File: src/verilog/board_io_pkg.sv
// Board signal group package
// Keyboard line pair, joystick port bundle, DIP switch banks
// and the width of the video aspect-ratio outputs

package board_io_pkg;

	// PS/2 keyboard wire pair
	typedef struct packed {
		logic clk;
		logic data;
	} ps2_lines_t;

	// One joystick port
	// Digital buttons and directions in the upper part
	typedef struct packed {
		logic [31:0] digital;
		logic [15:0] analog;
	} joy_port_t;

	//////////////////////////////////////////////////
	// Motherboard DIP switch banks
	//////////////////////////////////////////////////

	// Color adapter in 80 columns
	localparam logic [7:0] DIP_SW_CGA = 8'h2D;
	// Monochrome adapter
	localparam logic [7:0] DIP_SW_MDA = 8'h3D;

	// Aspect-ratio output width
	// Bit 12 set would mean scaled size rather than ratio
	localparam int ASPECT_W = 13;

endpackage

File: src/verilog/sysctl_cfg_pkg.sv
// System control configuration package
// Machine settings decoded from the host status word: CPU speed,
// machine model, video output, and the bit map of the status word

package sysctl_cfg_pkg;

	//////////////////////////////////////////////////
	// Setting encodings
	//////////////////////////////////////////////////

	// CPU clock selection, reserved code runs at base speed
	typedef enum logic [1:0] {
		SPEED_4_77  = 2'd0,
		SPEED_7_16  = 2'd1,
		SPEED_14_32 = 2'd2,
		SPEED_RSVD  = 2'd3
	} cpu_speed_e;

	// BIOS and video personality
	typedef enum logic {
		MODEL_IBM_XT = 1'b0,
		MODEL_TANDY  = 1'b1
	} machine_model_e;

	// Display adapter on the video output
	typedef enum logic {
		VIDEO_CGA = 1'b0,
		VIDEO_MDA = 1'b1
	} video_out_e;

	//////////////////////////////////////////////////
	// Status word bit map
	//////////////////////////////////////////////////

	localparam int STATUS_RESET_BIT       = 0;
	localparam int STATUS_MODEL_BIT       = 3;
	localparam int STATUS_VIDEO_BIT       = 4;
	localparam int STATUS_SPLASH_SKIP_BIT = 7;
	// Two bits each
	localparam int STATUS_ASPECT_LSB      = 8;
	localparam int STATUS_SPEED_LSB       = 17;
	localparam int STATUS_JOY_SWAP_BIT    = 25;

	// Decoded settings, one byte
	typedef struct packed {
		cpu_speed_e     speed;
		machine_model_e model;
		video_out_e     video;
		logic [1:0]     aspect;
		logic           splash_skip;
		logic           joy_swap;
	} sys_settings_t;

endpackage
File: src/verilog/pcxt_sysctl.sv
// PC/XT system control top level
// Decodes the host status word into machine settings and ties
// together clock enables, boot sequencing and the board glue

`timescale 1ns/1ps

module pcxt_sysctl #(
	parameter int CLK_HZ           = 50_000_000,
	parameter int CPU_HZ_SLOW      = 4_772_727,
	parameter int CPU_HZ_MID       = 7_159_090,
	parameter int CPU_HZ_FAST      = 14_318_180,
	parameter int PERIPH_HZ        = 2_386_364,
	parameter int AUDIO_HZ         = 44_100,
	parameter int SYS_RESET_CYCLES = 65_535,
	parameter int CPU_RESET_CYCLES = 42,
	parameter int SPLASH_SECONDS   = 5,
	parameter int LED_HOLD_CYCLES  = 4_500_000
) (
	input  logic                           CLK_50M,
	input  logic                           reset_wire,
	input  logic [31:0]                    status,
	input  logic                           bus_idle,
	input  logic                           disk_activity,
	input  logic                           port_b_bit3,
	input  board_io_pkg::ps2_lines_t       ps2_kbd_in,
	input  board_io_pkg::joy_port_t        joy_in_0,
	input  board_io_pkg::joy_port_t        joy_in_1,
	output logic                           ce_cpu,
	output logic                           ce_periph,
	output logic                           ce_audio,
	output logic                           turbo,
	output sysctl_cfg_pkg::cpu_speed_e     cpu_speed,
	output logic                           sys_reset,
	output logic                           cpu_reset,
	output logic                           splash_active,
	output sysctl_cfg_pkg::machine_model_e model,
	output board_io_pkg::ps2_lines_t       ps2_kbd_sync,
	output logic [3:0]                     port_c_low,
	output board_io_pkg::joy_port_t        joy_out_0,
	output board_io_pkg::joy_port_t        joy_out_1,
	output logic [board_io_pkg::ASPECT_W-1:0] video_arx,
	output logic [board_io_pkg::ASPECT_W-1:0] video_ary,
	output logic                           led_user
);

	import sysctl_cfg_pkg::*;

	sys_settings_t settings;

	//////////////////////////////////////////////////
	// Status word decode
	//////////////////////////////////////////////////

	always_comb begin
		settings.speed       = cpu_speed_e'(status[STATUS_SPEED_LSB +: 2]);
		settings.model       = machine_model_e'(status[STATUS_MODEL_BIT]);
		settings.video       = video_out_e'(status[STATUS_VIDEO_BIT]);
		settings.aspect      = status[STATUS_ASPECT_LSB +: 2];
		// Menu option "Splash Screen: No"
		settings.splash_skip = status[STATUS_SPLASH_SKIP_BIT];
		settings.joy_swap    = status[STATUS_JOY_SWAP_BIT];
	end

	// CPU, peripheral and audio enables
	clock_enable_gen #(
		.CLK_HZ      (CLK_HZ),
		.CPU_HZ_SLOW (CPU_HZ_SLOW),
		.CPU_HZ_MID  (CPU_HZ_MID),
		.CPU_HZ_FAST (CPU_HZ_FAST),
		.PERIPH_HZ   (PERIPH_HZ),
		.AUDIO_HZ    (AUDIO_HZ)
	) u_clock_enable_gen (
		.CLK_50M    (CLK_50M),
		.reset_wire (reset_wire),
		.speed_req  (settings.speed),
		.bus_idle   (bus_idle),
		.ce_cpu     (ce_cpu),
		.ce_periph  (ce_periph),
		.ce_audio   (ce_audio),
		.turbo      (turbo),
		.cpu_speed  (cpu_speed)
	);

	// Reset stretch, splash and CPU hold
	boot_sequencer #(
		.CLK_HZ           (CLK_HZ),
		.SYS_RESET_CYCLES (SYS_RESET_CYCLES),
		.CPU_RESET_CYCLES (CPU_RESET_CYCLES),
		.SPLASH_SECONDS   (SPLASH_SECONDS)
	) u_boot_sequencer (
		.CLK_50M       (CLK_50M),
		.reset_wire    (reset_wire),
		.model_req     (settings.model),
		.splash_skip   (settings.splash_skip),
		.sys_reset     (sys_reset),
		.cpu_reset     (cpu_reset),
		.splash_active (splash_active),
		.model         (model)
	);

	board_io #(
		.LED_HOLD_CYCLES (LED_HOLD_CYCLES)
	) u_board_io (
		.CLK_50M       (CLK_50M),
		.reset_wire    (reset_wire),
		.video         (settings.video),
		.aspect        (settings.aspect),
		.joy_swap      (settings.joy_swap),
		.port_b_bit3   (port_b_bit3),
		.disk_activity (disk_activity),
		.ps2_kbd_in    (ps2_kbd_in),
		.joy_in_0      (joy_in_0),
		.joy_in_1      (joy_in_1),
		.ps2_kbd_sync  (ps2_kbd_sync),
		.port_c_low    (port_c_low),
		.joy_out_0     (joy_out_0),
		.joy_out_1     (joy_out_1),
		.video_arx     (video_arx),
		.video_ary     (video_ary),
		.led_user      (led_user)
	);

endmodule

File: src/verilog/board_io.sv
// Board glue
// Keyboard line synchronizers, DIP switch read through port C,
// joystick swap, aspect-ratio outputs and the disk LED stretcher

`timescale 1ns/1ps

module board_io #(
	parameter int LED_HOLD_CYCLES = 4_500_000
) (
	input  logic                         CLK_50M,
	input  logic                         reset_wire,
	input  sysctl_cfg_pkg::video_out_e   video,
	input  logic [1:0]                   aspect,
	input  logic                         joy_swap,
	input  logic                         port_b_bit3,
	input  logic                         disk_activity,
	input  board_io_pkg::ps2_lines_t     ps2_kbd_in,
	input  board_io_pkg::joy_port_t      joy_in_0,
	input  board_io_pkg::joy_port_t      joy_in_1,
	output board_io_pkg::ps2_lines_t     ps2_kbd_sync,
	output logic [3:0]                   port_c_low,
	output board_io_pkg::joy_port_t      joy_out_0,
	output board_io_pkg::joy_port_t      joy_out_1,
	output logic [board_io_pkg::ASPECT_W-1:0] video_arx,
	output logic [board_io_pkg::ASPECT_W-1:0] video_ary,
	output logic                         led_user
);

	import sysctl_cfg_pkg::*;
	import board_io_pkg::*;

	localparam int LED_W = $clog2(LED_HOLD_CYCLES + 1);

	ps2_lines_t       ps2_meta;
	logic [7:0]       dip_sw;
	logic [LED_W-1:0] led_cnt;

	// Two flops on the keyboard clock and data
	always_ff @(posedge CLK_50M or posedge reset_wire) begin
		if (reset_wire) begin
			ps2_meta     <= '0;
			ps2_kbd_sync <= '0;
		end else begin
			ps2_meta     <= ps2_kbd_in;
			ps2_kbd_sync <= ps2_meta;
		end
	end

	// Switch bank follows adapter, PB3 picks the nibble
	assign dip_sw     = (video == VIDEO_MDA) ? DIP_SW_MDA : DIP_SW_CGA;
	assign port_c_low = port_b_bit3 ? dip_sw[7:4] : dip_sw[3:0];

	assign joy_out_0 = joy_swap ? joy_in_1 : joy_in_0;
	assign joy_out_1 = joy_swap ? joy_in_0 : joy_in_1;

	// Code 0 is 4:3, others pass the code minus one as a preset index
	assign video_arx = (aspect == 2'd0) ? ASPECT_W'(4) : {{(ASPECT_W-2){1'b0}}, aspect - 2'd1};
	assign video_ary = (aspect == 2'd0) ? ASPECT_W'(3) : '0;

	//////////////////////////////////////////////////
	// Disk LED stretcher
	//////////////////////////////////////////////////

	// Each pulse reloads the hold time
	always_ff @(posedge CLK_50M or posedge reset_wire) begin
		if (reset_wire) begin
			led_cnt <= '0;
		end else if (disk_activity) begin
			led_cnt <= LED_W'(LED_HOLD_CYCLES);
		end else if (led_cnt != '0) begin
			led_cnt <= led_cnt - 1'b1;
		end
	end

	assign led_user = (led_cnt != '0);

endmodule

File: src/verilog/boot_sequencer.sv
// Boot sequencer
// Stretches the system reset, runs the splash screen timer,
// then holds the CPU in reset a little longer. Latches the model

`timescale 1ns/1ps

module boot_sequencer #(
	parameter int CLK_HZ           = 50_000_000,
	parameter int SYS_RESET_CYCLES = 65_535,
	parameter int CPU_RESET_CYCLES = 42,
	parameter int SPLASH_SECONDS   = 5
) (
	input  logic                        CLK_50M,
	input  logic                        reset_wire,
	input  sysctl_cfg_pkg::machine_model_e model_req,
	input  logic                        splash_skip,
	output logic                        sys_reset,
	output logic                        cpu_reset,
	output logic                        splash_active,
	output sysctl_cfg_pkg::machine_model_e model
);

	import sysctl_cfg_pkg::*;

	typedef enum logic [1:0] {
		BOOT_SYS_RESET,
		BOOT_SPLASH,
		BOOT_CPU_HOLD,
		BOOT_RUN
	} boot_state_e;

	// One counter serves all three phases
	localparam int CNT_MAX_A = (SYS_RESET_CYCLES > CLK_HZ) ? SYS_RESET_CYCLES : CLK_HZ;
	localparam int CNT_MAX   = (CPU_RESET_CYCLES > CNT_MAX_A) ? CPU_RESET_CYCLES : CNT_MAX_A;
	localparam int CNT_W     = $clog2(CNT_MAX + 1);
	localparam int SEC_W     = $clog2(SPLASH_SECONDS + 1);

	// Terminal counts
	localparam logic [CNT_W-1:0] SYS_LAST    = CNT_W'(SYS_RESET_CYCLES - 1);
	localparam logic [CNT_W-1:0] SECOND_LAST = CNT_W'(CLK_HZ - 1);
	localparam logic [CNT_W-1:0] CPU_LAST    = CNT_W'(CPU_RESET_CYCLES - 1);
	localparam logic [SEC_W-1:0] SPLASH_LAST = SEC_W'(SPLASH_SECONDS - 1);

	boot_state_e      state;
	logic [CNT_W-1:0] cycle_cnt;
	logic [SEC_W-1:0] sec_cnt;
	logic             second_done;
	logic             splash_done;

	assign second_done = (cycle_cnt == SECOND_LAST);
	// Timeout on the last cycle of the last second
	assign splash_done = second_done && (sec_cnt == SPLASH_LAST);

	//////////////////////////////////////////////////
	// Sequence FSM
	//////////////////////////////////////////////////

	always_ff @(posedge CLK_50M or posedge reset_wire) begin
		if (reset_wire) begin
			state     <= BOOT_SYS_RESET;
			cycle_cnt <= '0;
			sec_cnt   <= '0;
			model     <= MODEL_IBM_XT;
		end else begin
			case (state)
				BOOT_SYS_RESET: begin
					if (cycle_cnt == SYS_LAST) begin
						state     <= BOOT_SPLASH;
						cycle_cnt <= '0;
						// Model fixed for the whole session
						model     <= model_req;
					end else begin
						cycle_cnt <= cycle_cnt + 1'b1;
					end
				end
				BOOT_SPLASH: begin
					// User skip wins over the timer
					if (splash_skip || splash_done) begin
						state     <= BOOT_CPU_HOLD;
						cycle_cnt <= '0;
						sec_cnt   <= '0;
					end else if (second_done) begin
						cycle_cnt <= '0;
						sec_cnt   <= sec_cnt + 1'b1;
					end else begin
						cycle_cnt <= cycle_cnt + 1'b1;
					end
				end
				BOOT_CPU_HOLD: begin
					if (cycle_cnt == CPU_LAST) begin
						state <= BOOT_RUN;
					end else begin
						cycle_cnt <= cycle_cnt + 1'b1;
					end
				end
				default: begin
					// Running, stay here until the next reset
					state <= BOOT_RUN;
				end
			endcase
		end
	end

	//////////////////////////////////////////////////
	// Outputs decoded from state
	//////////////////////////////////////////////////

	assign sys_reset     = (state == BOOT_SYS_RESET);
	assign splash_active = (state == BOOT_SYS_RESET) || (state == BOOT_SPLASH);
	assign cpu_reset     = (state != BOOT_RUN);

endmodule

File: src/verilog/clock_enable_gen.sv
// Clock enable generator
// Three phase accumulators give CPU, peripheral and audio strobes
// from the single system clock. CPU speed changes only at bus idle

`timescale 1ns/1ps

module clock_enable_gen #(
	parameter int CLK_HZ      = 50_000_000,
	parameter int CPU_HZ_SLOW = 4_772_727,
	parameter int CPU_HZ_MID  = 7_159_090,
	parameter int CPU_HZ_FAST = 14_318_180,
	parameter int PERIPH_HZ   = 2_386_364,
	parameter int AUDIO_HZ    = 44_100
) (
	input  logic                    CLK_50M,
	input  logic                    reset_wire,
	input  sysctl_cfg_pkg::cpu_speed_e speed_req,
	input  logic                    bus_idle,
	output logic                    ce_cpu,
	output logic                    ce_periph,
	output logic                    ce_audio,
	output logic                    turbo,
	output sysctl_cfg_pkg::cpu_speed_e cpu_speed
);

	import sysctl_cfg_pkg::*;

	// Sum of a phase and an increment stays below twice the clock rate
	localparam int ACC_W = $clog2(2 * CLK_HZ);
	localparam logic [ACC_W-1:0] LIMIT = ACC_W'(CLK_HZ);

	// Channel slots
	localparam int CH_CPU    = 0;
	localparam int CH_PERIPH = 1;
	localparam int CH_AUDIO  = 2;
	localparam int NUM_CH    = 3;

	cpu_speed_e       applied_speed;
	logic [ACC_W-1:0] cpu_incr;
	logic [ACC_W-1:0] incr [NUM_CH];
	logic [NUM_CH-1:0] strobe;

	//////////////////////////////////////////////////
	// Applied CPU speed
	//////////////////////////////////////////////////

	// Request taken only while the bus is idle
	always_ff @(posedge CLK_50M or posedge reset_wire) begin
		if (reset_wire) begin
			applied_speed <= SPEED_4_77;
		end else if (bus_idle) begin
			applied_speed <= speed_req;
		end
	end

	// Reserved code falls back to base rate
	always_comb begin
		case (applied_speed)
			SPEED_7_16:  cpu_incr = ACC_W'(CPU_HZ_MID);
			SPEED_14_32: cpu_incr = ACC_W'(CPU_HZ_FAST);
			default:     cpu_incr = ACC_W'(CPU_HZ_SLOW);
		endcase
	end

	assign incr[CH_CPU]    = cpu_incr;
	assign incr[CH_PERIPH] = ACC_W'(PERIPH_HZ);
	assign incr[CH_AUDIO]  = ACC_W'(AUDIO_HZ);

	//////////////////////////////////////////////////
	// Phase accumulators
	//////////////////////////////////////////////////

	for (genvar ch = 0; ch < NUM_CH; ch++) begin : g_chan
		logic [ACC_W-1:0] acc;
		logic [ACC_W-1:0] sum;

		assign sum = acc + incr[ch];
		// Strobe on the cycle the phase wraps
		assign strobe[ch] = (sum >= LIMIT);

		always_ff @(posedge CLK_50M or posedge reset_wire) begin
			if (reset_wire) begin
				acc <= '0;
			end else if (strobe[ch]) begin
				acc <= sum - LIMIT;
			end else begin
				acc <= sum;
			end
		end
	end

	// Zero phase in reset keeps every strobe low
	assign ce_cpu    = strobe[CH_CPU];
	assign ce_periph = strobe[CH_PERIPH];
	assign ce_audio  = strobe[CH_AUDIO];

	assign cpu_speed = applied_speed;
	assign turbo     = (applied_speed == SPEED_7_16) || (applied_speed == SPEED_14_32);

endmodule

File: config.mk
export PLATFORM = sky130hd
export DESIGN_NAME = pcxt_sysctl
export DESIGN_NICKNAME = d
export VERILOG_FILES = /design/src/verilog/board_io_pkg.sv /design/src/verilog/sysctl_cfg_pkg.sv /design/src/verilog/pcxt_sysctl.sv /design/src/verilog/board_io.sv /design/src/verilog/boot_sequencer.sv /design/src/verilog/clock_enable_gen.sv
export SDC_FILE = /design/constraint.sdc
export NUM_CORES = 1
export LEC_CHECK = 0
export BUFFER_PORTS_ARGS = -buffer_cell sky130_fd_sc_hd__buf_2
export CAP_MARGIN = 20
export CORE_UTILIZATION = 55
export DETAILED_ROUTE_END_ITERATION = 16
export PLACE_DENSITY = 0.84
export SLEW_MARGIN = 15
export SYNTH_ARGS = -nofsm -noshare
export SYNTH_HDL_FRONTEND = slang
export SYNTH_SLANG_ARGS = --single-unit
File: constraint.sdc
create_clock -name CLK_50M -period 5.3 [get_ports CLK_50M]
set_input_delay 0.265 -clock CLK_50M [delete_from_list [all_inputs] [get_ports CLK_50M]]
set_output_delay 0.265 -clock CLK_50M [all_outputs]
set_load 0.005 [all_outputs]
# After elaboration in Yosys (flattened, before gate mapping)
# Cells that the tools add are included.
# W data, S select, Z words.
# classes
muxes	23
n_eq_ne	13
n_addsub	10
n_lt_le_gt_ge	3
n_reduce_logical	14
# op_table
op	count
$mux W26	4
$mux W48	2
$ge A27 B26 Y1 const B	3
$mux W27	3
$sub A27 B26 Y27 const B	3
$pmux W26 S3	1
$pmux W24 S2	1
$mux W23	2
$add A27 B16 Y27 const B	1
$add A27 B22 Y27 const B	1
$add A27 B24 Y27	1
$add A26 B1 Y26 const B	1
$eq A26 B16 Y1 const B	1
$eq A26 B26 Y1 const B	1
$eq A26 B6 Y1 const B	1
$reduce_bool A23 Y1	1
$sub A23 B1 Y23 const B	1
$mux W3	3
$mux W2	4
$ne A2 B1 Y1 const B	3
$pmux W2 S3	1
$reduce_and A2 Y1	3
$mux W5	1
$eq A2 B1 Y1 const B	2
12 further kinds	18
# word_totals
output_inout_bits	139
ff_bits	142
wordCells	76
in_bits	135

# Logic depth before layout (Yosys ltp)
# Gate-level depths: netlist of the first run.
# depth
word_depth	5
depth_mapped	17
mapped_depth_nobuf	15

# Modules after synthesis
# Synthesis of the first run repeated with hierarchy kept, for this count alone.
# unflattened
cells_unflattened	1329
area_unflattened_um2	11798.8
# by_module_without_submodules
module	instances	cells_each	area_each_um2	seq_area_each_um2
clock_enable_gen	1	797	6801.5	1976.9
board_io	1	266	2707.6	675.6
boot_sequencer	1	266	2289.7	800.8

# Worst setup path after synthesis of the first run
# Ideal clock, no wire load.
# synth_timing
path_kind	register to register
startpoint	reg u_clock_enable_gen.applied_speed[0] (netlist: u_clock_enable_gen.cpu_speed[0])
endpoint	reg u_clock_enable_gen.g_chan[0].acc[13]
setup_ns	0.132
n_path_buf	2
setup_slack_ns	1.262
path_stages_with_launch	17
required_time_ns	5.168
period_less_slack_ns	4.038
t_arrival_ns	3.906
cell_sequence	dfrtp_1 > inv_1 > ha_1 > buf_2 > buf_1 > inv_1 > ha_1 > a31oi_1 > nand2_1 > a21oi_1 > o211ai_2 > a311oi_1 > and3b_1 > nand4b_1 > a21oi_2 > o221ai_1 > xnor2_1
# synth_between
elab_chain_len	5
elab_cells_between_ends	7
classes_between	add/sub: 2; order compare: 1; eq/ne: 2; mux: 2
# synth_rtl
item	line	text
start, declared	clock_enable_gen.sv:38	cpu_speed_e applied_speed;
start signal, assigned	clock_enable_gen.sv:52	applied_speed <= speed_req;
$eq A2 B2 Y1 / $eq A2 B1 Y1 (equally long branches)	clock_enable_gen.sv:58	case (applied_speed)
$pmux W24 S2 *	clock_enable_gen.sv:58	
$add A27 B24 Y27 *	clock_enable_gen.sv:77	assign sum = acc + incr[ch];
$sub A27 B26 Y27 / $ge A27 B26 Y1 (equally long branches)	clock_enable_gen.sv:85, clock_enable_gen.sv:79	
$mux W27 *	clock_enable_gen.sv:84	end else if (strobe[ch]) begin
end signal, assigned	clock_enable_gen.sv:85	acc <= sum - LIMIT;
end signal, assigned	clock_enable_gen.sv:87	acc <= sum;
end, declared	clock_enable_gen.sv:74	logic [ACC_W-1:0] acc;
# Every way passes the cells marked *; elsewhere a longest branch is shown, timed or not.
# A chain may end at the register's enable or synchronous reset.

# Final worst setup path of the first run
# layout_timing
startpoint	reg u_clock_enable_gen.applied_speed[1] (netlist: u_clock_enable_gen.cpu_speed[1])
endpoint	out ce_cpu
# layout_between
elab_chain_len	4
elab_cells_between_ends	5
classes_between	add/sub: 1; order compare: 1; eq/ne: 2; mux: 1
# layout_rtl
item	line	text
$eq A2 B2 Y1 / $eq A2 B1 Y1 (equally long branches)	clock_enable_gen.sv:58	
$pmux W24 S2 *	clock_enable_gen.sv:58	
$add A27 B24 Y27 *	clock_enable_gen.sv:77	
$ge A27 B26 Y1 *	clock_enable_gen.sv:79	assign strobe[ch] = (sum >= LIMIT);
end, declared	pcxt_sysctl.sv:28	output logic ce_cpu,
# Marked as above.

==> metrics.yaml, run 1 <==
clocking:
  clk_latency_ps: 430
  clock_path_buffers: 2
  cts.htree.levels: 4
  clkTransAtPathRegs_ps: 60
  cts_root_buf: "clkbuf_16"
  cts_tree: "yes"
  clock_sinks: 138
  cts_buffers: 17
timing:
  period_needed_ps: 4970
  finalCritPeriodShare: 0.938
  setup_violations: 0
  maxSlewViolCount: 0
  relSlewSlack: 0.384
  hold_viol_final: 0
  rsz0062_at_grt: "no"
  max_clock_freq_mhz: 201
  worstMarginPinSlew_ps: 920
  skew_ps: 8.63
  setup_tns_ps: 0
yosys:
  synth-async-reset-ratio: 1.00
  synth_compound_area_frac: 0.178
  ys_seq_area_frac: 0.310
  yosysUniqueCellTypes: 83
  synth_mux_area_frac: 0.106
  synth_top_family_by_area: "simple AND/OR/NAND/NOR gates"
  synth_flop_cell: "dfrtp_1"
  yosys.area_share.simple: 0.208
  yosysTopAreaCell: "dfrtp_1"
  syn_area_um2: 11100
  synth_top_area_share: 0.310
  synth_area_leaders: "dfrtp_1, mux2_2, xnor2_1"
  synthAdderAreaFrac: 0.0429
  synth_enable_flop_cells: 0
  netlist_instances: 1279
  synth_area_per_cell_um2: 8.71
  yosys_warnings: 0
  synthXorXnorAreaFrac: 0.104
  synth_seq_cells: 138
route:
  drc: 0
  drtIter0Drc: 728
  viasPerCell: 5.95
  ant_nets: 0
  vias: 10446
  firstDrtPassIters: 5
  wl_per_cell_um: 16.3
  drt_wl_total_um: 28700
power:
  power_mw: 5.03
  power.leakage_nw: 5.57
  powerDensity_nw_per_um2: 387
  vdd_drop_max_uv: 291
floorplanning:
  die_h_um: 144
  core_area_um2: 19700
  die-area_um2: 20800
  start_util: 0.567
  dieWidth_um: 144
  rows: 51
  io_pins: 274
setup_path:
  critPathLaunchType: "register"
  crit_type: "reg -> out"
  required_ps: 5040
  cpPeakStageDelay_ps: 650
  path_max_fanout: 8
  critical_path.top_delay_family: "compound AO/OA/AOI/OAI gates"
  path_cells: "inv_1 > ha_1 > inv_1 > ha_1 > a21oi_1 > o21ai_0 > a21oi_1 > o21ai_4 > and4_1 > nor3_2 > nand4_1 > a21o_1 > nand2_1 > buf_2"
  r2r_setup_slack_ps: 830
  worstPathBufferInverterCount: 3
  end_kind: "output port"
  cp_slowest_cell: "a21oi_1"
  cp.arrival_ps: 4710
place:
  gp_congestion: 0.979
  port_buffers: 228
  dpl_cell_area_um2: 12300
  dp_hpwl_um: 20700
  dp.cells: 1718
finish:
  design_area_um2: 13000
  fillers: 1568
  area_delta_synth_final_pct: 16.6
  drive_above_1_share: 0.272
  multi_input_area_um2: 7220
  ff_latch_area_um2: 3450
  finalNonFillerCells: 1756
  fin_nets: 1647
grt:
  grt_use_total: 0.277
  busiest_layer: "met2"
  grt_overflow: 0
  met1_usage: 0.340
  grt_pass1_vias: 9677
  grt_max_degree: 81
  antenna_found_initial: 1
  grt_pass1_wl_um: 45900
  grt_use_met3: 0.0632
  grt_use_met2: 0.473
outcome:
  status: "finished clean"
flow_run:
  maxCapViolations: 0
min_path:
  hold_class: "in -> reg"
[cells in the mapped netlist, types with 21 or more instances]
cell      number
xor2_1        46
mux2_2       100
nand3_1       39
clkbuf_1      41
nor2_1       105
dfrtp_1      138
a21o_1        21
buf_4         25
inv_1         43
o21ai_0       60
nor3_1        42
a21oi_1       63
nand2_1       94
ha_1          35
nand2b_1      31
xnor2_1       84
[logic make-up after synthesis]
| logic type | after synthesis |
|---|---|
| simple gates | 449 |
| xor+xnor | 131 |
| buf+inv | 124 |
| mux | 106 |
| compound gates | 292 |
| flops | 138 |
| other cells | 1 |
| fa+ha+maj | 38 |
[layout by cell type, fill, tap and decap left out, types with 6 or more instances in the layout]
master,synthesis,layout
a211o_1,6,6
a211oi_1,13,13
a21o_1,21,21
a21oi_1,63,63
a31oi_1,13,13
and2_1,6,6
and3_1,18,18
buf_2,8,227
buf_4,25,7
clkbuf_16,0,17
conb_1,1,21
dfrtp_1,138,138
ha_1,35,35
inv_1,43,42
inv_6,0,6
mux2_2,100,100
mux2i_1,6,6
nand2_1,94,94
nand2b_1,31,31
nand3_1,39,39
nand3b_1,6,6
nand4_1,18,18
nand4b_1,6,6
nor2_1,105,105
nor2b_1,13,12
nor3_1,42,42
nor4_1,14,14
o211ai_1,10,10
o21a_1,9,9
o21ai_0,60,60
o21ai_1,6,6
o22ai_1,6,6
o31a_1,7,7
o31ai_1,14,14
or2_2,10,10
or3_1,15,15
xnor2_1,84,84
xor2_1,46,45
[where the power goes]
group          internal, mW  leakage, nW  switching (mW)
combinational          1.03         3.60            1.46
sequential             1.19         1.68           0.138
clock                 0.677        0.285           0.520
[per-stage QoR]
stage / hold slack [ps] / util / worst slack, ps
floorplan: 296 / - / 1260
global placement: 335 / 0.628 / 998
detailed placement: 343 / 0.628 / 929
CTS: 38.7 / 0.659 / 443
global route: 54.3 / 0.661 / 6.29
finish: 43.0 / 0.661 / 328
[worst paths after layout]
| path | from | endpoint | cells past startpoint |
|---|---|---|---|
| setup / recovery | u_clock_enable_gen.cpu_speed[1] | ce_cpu | 14 |
| hold / removal | status[18] | u_clock_enable_gen.cpu_speed[1] | 3 |
| setup reg to reg | u_clock_enable_gen.cpu_speed[1] | u_clock_enable_gen.g_chan[0].acc[18] | 14 |
| hold reg to reg | u_board_io.ps2_meta[1] | u_board_io.ps2_kbd_sync[1] | 0 |
| max in group asynchronous | reset_wire | u_boot_sequencer.cycle_cnt[7] | 4 |
| min in group asynchronous | reset_wire | u_clock_enable_gen.g_chan[0].acc[26] | 3 |
[worst min-delay path: cells and delay by family]
kind / cells / cell delay [ps]
buffers and inverters: 1 / 80
and+or+nand+nor: 1 / 30
AOI/OAI and AO/OA: 1 / 60
[registers in the layout, summed over array words and instances (netlist names)]
signal                         count
u_clock_enable_gen.cpu_speed       2
u_boot_sequencer.model             1
u_board_io.ps2_meta                2
u_boot_sequencer.state             2
u_boot_sequencer.cycle_cnt        26
u_board_io.ps2_kbd_sync            2
u_clock_enable_gen.g_chan.acc     77
u_board_io.led_cnt                23
u_boot_sequencer.sec_cnt           3
[what timing repair did]
item	4_1_cts	5_1_grt
gates resized for setup	0	3
setup buffers	0	1
setup endpoints to repair	0	1
hold buffers	3	0
hold endpoints to repair	5	0
[layout make-up]
| type | count | share of cell area |
|---|---|---|
| multi-input combinational | 1037 | 0.556 |
| sequential | 138 | 0.266 |
| timing repair buffer | 237 | 0.0938 |
| clock buffer | 18 | 0.0338 |
| tap | 265 | 0.0255 |
| inverter | 45 | 0.0134 |
| clock inverter | 14 | 0.0118 |
| antenna | 2 | 0.000385 |
[per-layer routing]
layer / vias up / share of wire
li1: 4992 / -
met1: 4968 / 0.41
met2: 417 / 0.50
met3: 69 / 0.060
met4: 0 / 0.025
met5: - / 0
(Power assumes the default switching activity.)
==> inputs of run 2 (changes only) <==
- CORE_UTILIZATION: 55 -> 59
- PLACE_DENSITY: 0.84 -> 0.89
- clock period: 5.3 -> 5.8 ns (I/O delays scaled with it)
==> metrics.yaml, run 2 (synthesized netlist as in run 1, its figures left out) <==
finish:
  largest_reg_flops: 77
  fillers: 1369
  fin_nets: 1645
  ff_latch_area_um2: 3450
  drive_above_1_share: 0.270
  reg_top3: "u_clock_enable_gen.g_chan.acc x77, u_boot_sequencer.cycle_cnt x26, u_board_io.led_cnt x23"
  finish.utilization: 0.711
  layout_common_cells: "buf_2, dfrtp_1, nor2_1, mux2_2, nand2_1"
  final_common_cell: "buf_2"
  registers.top_by_ff_count: "u_clock_enable_gen.g_chan.acc"
  multi_input_area_um2: 7200
  area_delta_synth_final_pct: 16.2
setup_path:
  path_max_fanout: 21
  crit_type: "reg -> out"
  path_cells: "inv_1 > ha_1 > inv_1 > ha_1 > a31oi_1 > nand2_1 > a21oi_1 > o211ai_2 > a311oi_1 > and3b_1 > nand4b_1 > a21o_1 > nand2_1 > buf_2"
  crit_start: "u_clock_enable_gen.cpu_speed[0]"
  required_ps: 5510
  end_kind: "output port"
  critPathLaunchType: "register"
  cpPeakStageDelay_ps: 720
  cp.arrival_ps: 5140
  cp_slowest_cell: "ha_1"
  r2r-start: "u_clock_enable_gen.cpu_speed[0]"
route:
  drt_wl_total_um: 30300
  ant_nets: 0
  wl_per_cell_um: 17.7
  drtIter0Drc: 913
  drc: 0
  viasPerCell: 6.14
  vias: 10546
  firstDrtPassIters: 5
floorplanning:
  die_h_um: 139
  core_area_um2: 18200
  die-area_um2: 19400
  rows: 49
  dieWidth_um: 139
  start_util: 0.612
  io_pins: 274
power:
  power.leakage_nw: 5.57
  powerDensity_nw_per_um2: 361
  power_mw: 4.68
  vdd_drop_max_uv: 203
grt:
  grt_max_degree: 82
  grt_use_met2: 0.560
  met1_usage: 0.361
  grt_use_met3: 0.0540
  grt_overflow: 0
  grt_pass1_wl_um: 49000
  grt_use_total: 0.312
  antenna_found_initial: 0
  busiest_layer: "met2"
  grt_pass1_vias: 10248
flow_run:
  maxCapViolations: 0
timing:
  skew_ps: 7.52
  finalCritPeriodShare: 0.936
  rsz0062_at_grt: "no"
  setup_violations: 0
  relSlewSlack: 0.411
  worstMarginPinSlew_ps: 880
  setup_tns_ps: 0
  period_needed_ps: 5430
  maxSlewViolCount: 0
  whs_ps: -42.2
  max_clock_freq_mhz: 184
  hold_viol_final: 23
clocking:
  clock_path_buffers: 2
  clock_sinks: 138
  clkTransAtPathRegs_ps: 60
  cts_root_buf: "clkbuf_16"
  cts.htree.levels: 4
  clk_latency_ps: 430
  cts_tree: "yes"
  cts_buffers: 17
  cts_resized: 0
outcome:
  status: "complete, but fails checks"
  violations: "hold timing"
place:
  dp_hpwl_um: 22300
  gp_congestion: 0.983
  port_buffers: 228
min_path:
  hold_class: "in -> async"
run 2: power breakdown:
group	total [mW]	switching, mW	leakage, nW	internal, mW
Sequential	1.22	0.124	1.68	1.09
Combinational	2.29	1.37	3.58	0.925
Clock	1.17	0.472	0.302	0.696
run 2: layer usage:
metal | share of wire | vias to the layer above
li1 | - | 4985
met1 | 0.40 | 5024
met2 | 0.50 | 468
met3 | 0.061 | 69
met4 | 0.039 | 0
met5 | 0 | -
run 2: path summary, 6_finish.rpt:
check                                                             to  slack [ps]  cells after the start
worst max-delay path                                          ce_cpu         370                     14
worst max register to register  u_clock_enable_gen.g_chan[0].acc[13]         920                     14
worst min register to register            u_board_io.ps2_kbd_sync[0]         360                      0
worst min-delay path            u_clock_enable_gen.g_chan[0].acc[26]         -40                      2
max in group asynchronous            u_clock_enable_gen.cpu_speed[1]        4610                      3
min in group CLK_50M                 u_clock_enable_gen.cpu_speed[0]          80                      3
run 2: layout make-up:
type,count,share of cell area
Inverter,45,0.0134
Timing Repair Buffer,235,0.0928
Clock inverter,15,0.0159
Multi-Input combinational cell,1037,0.556
Antenna cell,1,0.000193
Clock buffer,17,0.0329
Sequential cell,138,0.267
Tap cell,229,0.0221
run 2: through the flow:
| step | setup slack [ps] | instances | hold WS (ps) | area (um2) |
|---|---|---|---|---|
| 5_1_grt | 49.9 | 1716 | 62.1 | 12900 |
| 3_5_place_dp | 977 | 1681 | 338 | 12300 |
| 2_1_floorplan | 1760 | 1299 | 321 | 11200 |
| 4_1_cts | 477 | 1715 | 12.6 | 12900 |
| 6_report | 370 | 1717 | -42.2 | 12900 |
| 3_3_place_gp | 1190 | 1681 | 344 | 12300 |
run 2: what timing repair did:
| item | 4_1_cts | 5_1_grt |
|---|---|---|
| hold buffers | 2 | 0 |
| buffers inserted | 0 | 0 |
| hold endpoints to repair | 2 | 0 |
run 2: critical path, delay by kind of cell (launching register included):
kind	cells	cell delay (ps)
AO/OA/AOI/OAI	5	1740
adder cells (fa/ha/maj)	2	1120
AND/OR/NAND/NOR	4	1010
flip-flops	1	390
buffers and inverters	3	450
